===== src/ahbRam_consts.svh =====
// Build-time constants shared by the AHB-Lite RAM slave and its testbench
// XLEN must be 32 or 64 and sets both the bus width and the RAM word width
// RAM_WORDS must be a power of two
// RAM_BASE must be aligned to the full RAM size in bytes

`ifndef AHBRAM_CONSTS_SVH
`define AHBRAM_CONSTS_SVH

// Data bus and storage word width in bits
`define XLEN 32

// Depth of the storage in XLEN words
`define RAM_WORDS 256

// First byte address decoded by the slave
`define RAM_BASE 32'h8000_0000

// Derived sizes that split a byte address into word offset and word index
`define RAM_BYTES (`RAM_WORDS * (`XLEN / 8))
`define WORD_OFF_BITS $clog2(`XLEN / 8)
`define RAM_IDX_BITS $clog2(`RAM_WORDS)

`endif


===== src/ahbRamPkg.sv =====
// Shared AHB-Lite encodings and the RAM word index type
// Encodings follow the AHB-Lite specification bit for bit
// Sizes above a doubleword have no name and are treated as oversize

`include "ahbRam_consts.svh"

package ahbRamPkg;

  ////////////////////////////////////////////////////////////////////////////
  // Bus encodings
  ////////////////////////////////////////////////////////////////////////////

  // HSIZE, the number of bytes moved is two to the power of the code
  typedef enum logic [2:0] {
    sizeByte   = 3'b000,
    sizeHalf   = 3'b001,
    sizeWord   = 3'b010,
    sizeDouble = 3'b011
  } hSizeT;

  // HTRANS, only nonseq and seq start a data phase
  typedef enum logic [1:0] {
    transIdle   = 2'b00,
    transBusy   = 2'b01,
    transNonseq = 2'b10,
    transSeq    = 2'b11
  } hTransT;

  // HRESP for AHB-Lite is a single bit
  typedef enum logic {
    respOkay  = 1'b0,
    respError = 1'b1
  } hRespT;

  ////////////////////////////////////////////////////////////////////////////
  // Storage addressing
  ////////////////////////////////////////////////////////////////////////////

  // Word index into the storage array
  typedef logic [`RAM_IDX_BITS-1:0] ramIdxT;

endpackage


===== src/ahbRamResponse.sv =====
// Ready and response sequencing for the AHB-Lite RAM slave
// Only two stalls exist, the first cycle of an error and one read-after-write wait
// A read that follows a write to the same word is replayed from storage
// The master is expected to drop its next transfer in the second error cycle

`timescale 1ns/10ps

`include "ahbRam_consts.svh"

module ahbRamResponse import ahbRamPkg::*; (
  input  logic        HCLK,
  input  logic        rst,
  input  logic        dValid,
  input  logic        dWrite,
  input  logic        dErr,
  input  logic [31:0] dAddr,
  input  logic        hSel,
  input  hTransT      hTrans,
  input  logic        hWrite,
  input  logic [31:0] hAddr,
  input  logic        hReady,
  output logic        hReadyOut,
  output hRespT       hResp,
  output logic        readEn,
  output ramIdxT      readIdx,
  output logic        writeEn,
  output ramIdxT      writeIdx
);

  logic   addrAccept;
  logic   errFirst;
  logic   errSecond;
  logic   rawStall;
  ramIdxT hIdx;
  ramIdxT dIdx;

  assign hIdx = hAddr[`WORD_OFF_BITS +: `RAM_IDX_BITS];
  assign dIdx = dAddr[`WORD_OFF_BITS +: `RAM_IDX_BITS];

  assign addrAccept = hSel && hReady && (hTrans == transNonseq || hTrans == transSeq);

  // Writes never wait, so the strobe lasts the whole single-cycle data phase
  assign writeEn  = dValid && dWrite && !dErr;
  assign writeIdx = dIdx;

  // In a replay cycle the held data-phase address drives the read port
  assign readEn  = rawStall || (addrAccept && !hWrite);
  assign readIdx = rawStall ? dIdx : hIdx;

  ////////////////////////////////////////////////////////////////////////////
  // Stall and error sequencing
  ////////////////////////////////////////////////////////////////////////////

  // The error holds the bus in its first cycle and releases it in the second
  assign errFirst  = dValid && dErr && !errSecond;
  assign hReadyOut = !errFirst && !rawStall;
  assign hResp     = (dValid && dErr) ? respError : respOkay;

  always_ff @(posedge HCLK) begin
    if (rst) begin
      errSecond <= 1'b0;
      rawStall  <= 1'b0;
    end else begin
      errSecond <= errFirst;
      // The read sampled on this edge saw the word before the write landed
      rawStall  <= addrAccept && !hWrite && writeEn && (hIdx == dIdx);
    end
  end

  // Neither stall source can hold the bus for two cycles running
  assert property (@(posedge HCLK) disable iff (rst) !hReadyOut |=> hReadyOut);

endmodule


===== config.mk =====
export PLATFORM = sky130hd
export DESIGN_NAME = ahbRamResponse
export DESIGN_NICKNAME = d
export VERILOG_FILES = /design/src/ahbRamPkg.sv /design/src/ahbRamResponse.sv
export VERILOG_INCLUDE_DIRS = /design/src /design/src/src
export SDC_FILE = /design/constraint.sdc
export NUM_CORES = 1
export LEC_CHECK = 0
export BUFFER_PORTS_ARGS = -buffer_cell sky130_fd_sc_hd__buf_2
export CORE_MARGIN = 2
export CORE_UTILIZATION = 22
export CTS_BUF_LIST = sky130_fd_sc_hd__clkbuf_4
export DETAILED_ROUTE_END_ITERATION = 7
export GPL_TIMING_DRIVEN = 0
export PLACE_DENSITY_LB_ADDON = 0.12
export SLEW_MARGIN = 20
export SYNTH_ARGS = -nofsm -noshare
export SYNTH_HDL_FRONTEND = slang
export SYNTH_SLANG_ARGS = --single-unit

===== constraint.sdc =====
create_clock -name HCLK -period 2.1 [get_ports HCLK]
set_input_delay 0.105 -clock HCLK [delete_from_list [all_inputs] [get_ports HCLK]]
set_output_delay 0.105 -clock HCLK [all_outputs]
set_load 0.05 [all_outputs]

==> metrics.md <==
| Metric | Value |
|---|---|
| Status | `finished, final reports clean` |
| Via count | `431` |
| Crit end category | `output pin` |
| Startpoint types | `register` |
| Critical-path maximum fanout | `10` |
| RSZ-0062 raised after global routing | `false` |
| Wirelength per Cell | `8.63 µm` |
| Setup TNS | `0 ns` |
| Placed Cells | `101` |
| Ys Warns | `0` |
| CP Class | `reg2out` |
| TritonRoute pass-1 iters | `2` |
| Largest net degree at the start of global routing | `11` |
| Syn avg cell area | `8.21 µm²` |
| Core Box Area | `1470 µm²` |
| Worst-Skew Late Latency | `0.22 ns` |
| Initial antenna violation count | `0` |
| Worst Tran Pin Value | `0.289 ns` |
| Die height | `43.1 µm` |
| Final total power | `0.278 mW` |
| Total global routing overflow | `0` |
| Most frequent cells in the layout | `45 x buf_2, 8 x mux2_2, 8 x xor2_1, 8 x buf_4, 4 x nor2_1` |
| Yosys reg bits | `2` |
| Final Hold Fails | `0` |
| CTS hold repair buffers | `0` |
| FILL cells | `173` |
| Max Freq | `0.710 GHz` |
| H-tree levels | `1` |
| Crit path to | `readIdx[3]` |
| Tcrit/Tclk final | `67.1%` |
| WHS | `0.0631 ns` |
| Max-Slew Margin vs Limit | `80.5%` |
| All-Layer GR Usage | `10.8%` |
| Final net count | `164` |
| Tmin final | `1.41 ns` |
| Root buf cell | `clkbuf_4` |
| Site row count | `14` |
| PD cells | `465 nW/µm²` |
| Drt via density | `4.14` |
| Detail Route Antenna Nets | `0` |
| Mapped Cells | `41` |
| Reg2reg start | `errSecond` |
| Clock Pin Slew Worst Setup and Hold Paths | `0.03 ns` |
| R2R setup slack | `1.57 ns` |
| CTS Buffer Depth | `2` |
| Iteration-0 DRC Markers | `3` |
| Overall die width | `43.1 µm` |
| Final setup vio count | `0` |
| Max_cap viols | `0` |
| IO buf count | `44` |
| Drt drc | `0` |
| Clock Sinks | `2` |
| Die ar. | `1860 µm²` |
| Post-Route WL | `897 µm` |
| Distinct cells, synth | `13` |
| First-pass GRT wire length | `1510 µm` |
| Synthesis-to-layout area growth | `78.1%` |
| Leakage dissipation | `0.346 nW` |
| Diodes inserted | `0` |
| Crit path DAT | `1.30 ns` |
| Hold WC Path Type | `in2reg` |
| CTS tree | `yes` |
| Routability cong. | `0.610` |
| Initial Util | `22.9%` |
| Reg2Reg Depth | `1` |
| CTS buffer count | `3` |
| Final Max Slew Viols | `0` |
| Post-CTS Resized | `0` |
| Mapped Area | `337 µm²` |
| Critical Path Start | `rawStall` |
| Endpoint of the worst-slack reg-to-reg timing path | `errSecond` |
| Mapped Nets | `115` |
| I/O Pins | `94` |
| Peak supply drop | `136 µV` |
| Sequential fraction of the synthesis area | `11.9%` |
| Vias in the first global route | `408` |
| Post-Layout Cell Count | `104` |
| Clock Skew | `0 ns` |
| Setup repair bufs after CTS | `0` |
| Most common cell after layout, fill and taps aside | `buf_2` |
| Layout cells sized above 1 | `72.7%` |
| Worst EP required | `2.00 ns` |
-- stage by stage --
stage	utilization, %	cell area, µm²	setup slack, ns
global route	40.7	599	0.598
finish	40.7	599	0.691
global placement	39.2	577	0.909
CTS	40.7	599	0.668
floorplan	-	337	0.884
detailed placement	39.2	577	0.914
-- state kept, by name, summed over array words and instances, names as in the netlist --
register   flops
rawStall       1
errSecond      1
-- synthesized netlist by cell type --
cell type,n,area (µm²)
mux2_2,8,90.1
xor2_1,8,70.1
nand4b_1,1,8.76
inv_1,1,3.75
nor3_1,3,15.0
nand2b_1,1,6.26
nor4_1,1,6.26
and4_1,1,8.76
dfxtp_1,2,40.0
buf_2,1,5.00
buf_4,8,60.1
nor2_1,4,15.0
nand2_1,2,7.51
-- critical path, cell delays in order, from the launching register on --
cell and delay [ns]:
dfxtp_1 0.29, buf_2 0.22, mux2_2 0.36, buf_2 0.21
-- cells by family after synthesis --
family	Yosys count	share of synthesized area, %
buffers and inverters	10	20.4
flip-flops	2	11.9
AND/OR/NAND/NOR	13	20.1
multiplexers	8	26.8
XOR/XNOR	8	20.8
-- worst min path at each step --
stage                     start  slack (ns)   endpoint  cells after the start
final                       rst        0.06  errSecond                      2
after global routing        rst        0.05  errSecond                      2
after CTS                   rst        0.05  errSecond                      2
after detailed placement    rst        0.29  errSecond                      2
after global placement      rst        0.29  errSecond                      2
after floorplan             rst        0.18  errSecond                      1
-- power breakdown --
part	switching [mW]	total [mW]	internal (mW)
clock	0.0227	0.0858	0.0631
sequential	0.000352	0.0394	0.0391
combinational	0.101	0.153	0.0526
total	0.124	0.278	0.155
-- metal layers --
metal  vias up  global-route usage, %  wire length (µm)
li1        229                      -                 -
met1       169                   11.5               355
met2        33                   17.6               395
met3         0                   3.83               146
met4         0                   7.27                 0
met5         -                      0                 0
-- final cells by class --
cell class / count / area, µm² / share of cell area, %
Multi-Input combinational cell: 29 / 228 / 38.0
Timing Repair Buffer: 44 / 220 / 36.7
Buffer: 9 / 65.1 / 10.9
Sequential cell: 2 / 40.0 / 6.68
Clock buffer: 3 / 22.5 / 3.76
Tap cell: 16 / 20.0 / 3.34
Inverter: 1 / 3.75 / 0.626
Power figures use the tool's default switching activity.
