[src/ahbRam_consts.svh]
// Build-time constants shared by the AHB-Lite RAM slave and its testbench
// XLEN must be 32 or 64 and sets both the bus width and the RAM word width
// RAM_WORDS must be a power of two
// RAM_BASE must be aligned to the full RAM size in bytes

`ifndef AHBRAM_CONSTS_SVH
`define AHBRAM_CONSTS_SVH

// Data bus and storage word width in bits
`define XLEN 32

// Depth of the storage in XLEN words
`define RAM_WORDS 256

// First byte address decoded by the slave
`define RAM_BASE 32'h8000_0000

// Derived sizes that split a byte address into word offset and word index
`define RAM_BYTES (`RAM_WORDS * (`XLEN / 8))
`define WORD_OFF_BITS $clog2(`XLEN / 8)
`define RAM_IDX_BITS $clog2(`RAM_WORDS)

`endif

[src/ahbRamPkg.sv]
// Shared AHB-Lite encodings and the RAM word index type
// Encodings follow the AHB-Lite specification bit for bit
// Sizes above a doubleword have no name and are treated as oversize

`include "ahbRam_consts.svh"

package ahbRamPkg;

  ////////////////////////////////////////////////////////////////////////////
  // Bus encodings
  ////////////////////////////////////////////////////////////////////////////

  // HSIZE, the number of bytes moved is two to the power of the code
  typedef enum logic [2:0] {
    sizeByte   = 3'b000,
    sizeHalf   = 3'b001,
    sizeWord   = 3'b010,
    sizeDouble = 3'b011
  } hSizeT;

  // HTRANS, only nonseq and seq start a data phase
  typedef enum logic [1:0] {
    transIdle   = 2'b00,
    transBusy   = 2'b01,
    transNonseq = 2'b10,
    transSeq    = 2'b11
  } hTransT;

  // HRESP for AHB-Lite is a single bit
  typedef enum logic {
    respOkay  = 1'b0,
    respError = 1'b1
  } hRespT;

  ////////////////////////////////////////////////////////////////////////////
  // Storage addressing
  ////////////////////////////////////////////////////////////////////////////

  // Word index into the storage array
  typedef logic [`RAM_IDX_BITS-1:0] ramIdxT;

endpackage

[src/ahbAddrDecode.sv]
// Address phase capture for the AHB-Lite RAM slave
// Bursts are not tracked, a seq transfer is decoded like a nonseq one
// The captured phase is held for as long as the slave drives hReadyOut low
// Range, alignment and size errors are all folded into the single dErr flag

`timescale 1ns/10ps

`include "ahbRam_consts.svh"

module ahbAddrDecode import ahbRamPkg::*; (
  input  logic        HCLK,
  input  logic        rst,
  input  logic        hSel,
  input  logic [31:0] hAddr,
  input  hTransT      hTrans,
  input  logic        hWrite,
  input  hSizeT       hSize,
  input  logic        hReady,
  input  logic        hReadyOut,
  output logic        dValid,
  output logic        dWrite,
  output logic [31:0] dAddr,
  output hSizeT       dSize,
  output logic        dErr
);

  // Largest transfer that fits in one bus word
  localparam hSizeT maxSize = (`XLEN == 64) ? sizeDouble : sizeWord;

  logic        addrAccept;
  logic [31:0] byteOffset;
  logic        inRange;
  logic        aligned;
  logic        sizeOk;

  // A transfer starts only when selected, active and not held off by the bus
  assign addrAccept = hSel && hReady && (hTrans == transNonseq || hTrans == transSeq);

  // Addresses below the base wrap to a large offset and so fail the range test
  assign byteOffset = hAddr - `RAM_BASE;
  assign inRange    = byteOffset < 32'(`RAM_BYTES);
  assign sizeOk     = hSize <= maxSize;

  // The low address bits below the transfer size must all be zero
  always_comb begin
    case (hSize)
      sizeByte:   aligned = 1'b1;
      sizeHalf:   aligned = (hAddr[0] == 1'b0);
      sizeWord:   aligned = (hAddr[1:0] == 2'b00);
      sizeDouble: aligned = (hAddr[2:0] == 3'b000);
      default:    aligned = 1'b0;
    endcase
  end

  ////////////////////////////////////////////////////////////////////////////
  // Data phase registers
  ////////////////////////////////////////////////////////////////////////////

  // A stalled data phase keeps its flag until the slave releases the bus
  always_ff @(posedge HCLK) begin
    if (rst) begin
      dValid <= 1'b0;
    end else if (hReadyOut) begin
      dValid <= addrAccept;
    end
  end

  always_ff @(posedge HCLK) begin
    if (hReadyOut && addrAccept) begin
      dWrite <= hWrite;
      dAddr  <= hAddr;
      dSize  <= hSize;
      dErr   <= !(inRange && aligned && sizeOk);
    end
  end

  // A slave stall must also hold off the bus, or the next transfer would be lost
  assert property (@(posedge HCLK) disable iff (rst)
    !hReadyOut |-> !addrAccept);

endmodule

[config.mk]
export PLATFORM = sky130hd
export DESIGN_NAME = ahbAddrDecode
export DESIGN_NICKNAME = d
export VERILOG_FILES = /design/src/ahbRamPkg.sv /design/src/ahbAddrDecode.sv
export VERILOG_INCLUDE_DIRS = /design/src /design/src/src
export SDC_FILE = /design/constraint.sdc
export NUM_CORES = 1
export LEC_CHECK = 0
export BUFFER_PORTS_ARGS = -buffer_cell sky130_fd_sc_hd__clkbuf_2
export CAP_MARGIN = 20
export CORE_UTILIZATION = 44
export DETAILED_ROUTE_END_ITERATION = 10
export HOLD_SLACK_MARGIN = 0.12
export PLACE_DENSITY = 0.83
export SETUP_SLACK_MARGIN = 0.3
export SYNTH_ARGS = -nofsm -noshare
export SYNTH_HDL_FRONTEND = slang
export SYNTH_SLANG_ARGS = --single-unit
[constraint.sdc]
create_clock -name HCLK -period 3.4 [get_ports HCLK]
set_input_delay 0.17 -clock HCLK [delete_from_list [all_inputs] [get_ports HCLK]]
set_output_delay 0.17 -clock HCLK [all_outputs]
set_load 0.01 [all_outputs]
==> impl_metrics.py <==
metrics = {
    "die": {
        "ios": 81,
        "start_util_pct": 48.54,
        "die_h_um": 55.22,
        "row_count": 18,
        "die_area_um2": 3049,
        "die_w_um": 55.22,
        "core-area_um2": 2567,
    },
    "detailed_routing": {
        "first_iter_violations": 22,
        "wl_per_cell_um": 15.31,
        "dr.pass1.iters": 4,
        "drc": 0,
        "via_per_inst": 4.919,
        "wirelength_um": 3199,
        "drtAntennaViolNets": 0,
        "vias": 1028,
    },
    "setup_path": {
        "slowest_delay_ps": 550,
        "startpoint_type": "input pin",
        "reg2regPathDepth": 2,
        "cp_top_family": "buffers and inverters",
        "required_ps": 3470,
        "crit_cells": 5,
        "crit_path_start": "hAddr[25]",
        "critical_path_class": "input pin to flop",
        "worstPathBufferInverterCount": 2,
        "reg2reg_from": "dValid$_SDFFE_PP0P_",
        "timing.rr.end": "dValid$_SDFFE_PP0P_",
        "cp.arrival_ps": 1670,
        "worstPathCellList": "dlygate4sd3_1 -> clkbuf_2 -> or4_1 -> a211oi_2 -> nand3_1",
        "crit_end": "dErr$_DFFE_PP_",
        "critPathMaxFanout": 2,
        "critPathCaptureType": "flop",
        "critPathSlowestCell": "dlygate4sd3_1",
        "ff2ff_setup_slack_ps": 2810,
    },
    "finish": {
        "area_growth_syn_to_layout_pct": 68.98,
        "drive_gt1_share_pct": 48.60,
        "nets": 221,
        "layout_commonest_cell": "clkbuf_2",
        "seq_area_um2": 1131,
        "most-common-layout-cells": "clkbuf_2, edfxtp_1, dlygate4sd3_1",
        "multi_input_area_um2": 111.4,
        "n_antenna_cell": 0,
        "utilization_pct": 82.02,
        "fin_area_um2": 2106,
        "fillCellCount": 151,
    },
    "synthesis": {
        "postSynthAreaPerCell_um2": 23.08,
        "synth_top_family_by_area": "simple AND/OR/NAND/NOR gates",
        "synth_compound_area_share_pct": 3.213,
        "muxShareOfSynthArea_pct": 0,
        "synth_xor_area_share_pct": 0,
        "netlist_area_um2": 1246,
        "seq_area_frac_synth_pct": 90.76,
        "ys_warn_count": 0,
        "synth_fa_ha_area_share_pct": 0,
        "syn_nets": 97,
        "netlist_instances": 54,
        "synth-simple-area-share_pct": 5.723,
        "synth_cell_types": 16,
        "synth-seq-cells": 38,
    },
    "global_route": {
        "met2_usage_pct": 43.20,
        "grt_pass1_vias": 1162,
        "grt_max_degree": 23,
        "antenna_found_initial": 0,
        "busiest_layer": "met2",
        "grt_overflow": 0,
        "grt_pass1_wl_um": 5313,
        "grt_util_met1_pct": 24.60,
        "met3_usage_pct": 6.089,
        "grt_usage_pct": 22.99,
    },
    "timing": {
        "maxSlewViolCount": 0,
        "period_share_pct": 46.93,
        "finalHoldViolCount": 0,
        "fin_setup_tns_ps": 0,
        "relSlewSlack_pct": 54.12,
        "fmax_mhz": 626.7,
        "post-route-min-period_ps": 1596,
        "fin_ws_ps": 1804,
        "setup_viol": 0,
        "finClkSkew_ps": 0,
        "rsz0062_at_grt": "false",
        "tightest_slew_ps": 688.2,
    },
    "placed_design": {
        "io_buffers": 79,
        "place_area_um2": 1687,
        "place_ws_ps": 1733,
        "gp_congestion": 0.6847,
    },
    "clock_network": {
        "cts_root_buffer": "clkbuf_4",
        "cts_inserted_buffers": 5,
        "insertion_delay_ps": 320,
        "path_clk_slew_ps": 100,
        "cts_tree": "built",
        "ctsLongestPathBuffers": 2,
        "cts-htree-levels": 2,
        "cts.sinks": 38,
    },
    "power": {
        "cellPowerDensity_nw_per_um2": 397.9,
        "peakVddDrop_v": 0.0003521,
        "power.leakage_nw": 0.8905,
    },
    "flow_run": {
        "drv_cap": 0,
    },
    "outcome": {
        "status": "completed",
    },
    "min_path": {
        "holdCritPathClass": "input pin to flop",
    },
}
## worst min path at each step
| stage | endpoint | cells past startpoint | from |
|---|---|---|---|
| after floorplan | dValid$_SDFFE_PP0P_ | 1 | rst |
| after global placement | dValid$_SDFFE_PP0P_ | 2 | rst |
| after detailed placement | dValid$_SDFFE_PP0P_ | 2 | rst |
| after CTS | dValid$_SDFFE_PP0P_ | 4 | hReadyOut |
| after global routing | dValid$_SDFFE_PP0P_ | 4 | hReadyOut |
| final | dValid$_SDFFE_PP0P_ | 4 | hReadyOut |
## state kept, by name (all words and copies together), names as in the netlist
name and cells:
dErr 1, dSize 3, dValid 1, dWrite 1
dAddr 32
## power breakdown
| group | switching (W) | internal, W |
|---|---|---|
| Sequential | 0.00000390 | 0.000528 |
| Clock | 0.000128 | 0.0000825 |
| Combinational | 0.0000389 | 0.0000561 |
| Total | 0.000171 | 0.000667 |
## what timing repair did
| item | CTS | global route |
|---|---|---|
| hold buffers | 37 | 0 |
| endpoints found under the hold margin | 37 | 0 |
| resized for setup | 0 | 0 |
| setup buffers | 0 | 0 |
## metrics by stage
| step | hold slack (ps) | power (W) | cells |
|---|---|---|---|
| 2_1_floorplan | 242.4 | 0.0005584 | 54 |
| 3_3_place_gp | 326.7 | 0.0005976 | 164 |
| 3_5_place_dp | 333.4 | 0.0006015 | 164 |
| 4_1_cts | 141.5 | 0.0008414 | 209 |
| 5_1_grt | 167.9 | 0.0008698 | 209 |
| 6_report | 145.4 | 0.0008379 | 209 |
## routing by layer
| metal | routed length [um] | part of all wire, % |
|---|---|---|
| met4 | 70 | 2.2 |
| met2 | 1749 | 55 |
| met1 | 1148 | 36 |
| met5 | 0 | 0 |
| met3 | 230 | 7.2 |
## cell usage after synthesis (all sizes together)
cell	n	area, um^2
and4	2	17.52
nor4	2	12.51
nand3	1	5.000
or4	2	18.77
nor4b	1	8.760
dfxtp	1	20.02
inv	1	3.750
a211oi	1	12.51
o21a	1	7.510
a21oi	1	5.000
o22ai	1	6.260
edfxtp	37	1111
nor3	1	5.000
nor2	1	3.750
a211o	1	8.760
## kinds of logic (layout without fill, tap and decap cells)
| group | Yosys count | after routing |
|---|---|---|
| AO/OA/AOI/OAI | 5 | 5 |
| flip-flops | 38 | 38 |
| buffers and inverters | 1 | 126 |
| AND/OR/NAND/NOR | 10 | 10 |
## area by class of cell
cell class | instances | area share, %
Inverter | 1 | 0.1783
Timing Repair Buffer | 117 | 36.72
Sequential cell | 38 | 53.71
Multi-Input combinational cell | 15 | 5.288
Tap cell | 30 | 1.783
Clock buffer | 8 | 2.317
## worst reg2reg max path, cell delays in order, from the launching register on
cell	delay, ps
dfxtp_1	320
a21oi_1	130
nor2_1	50
Power figures use the tool's default switching activity.
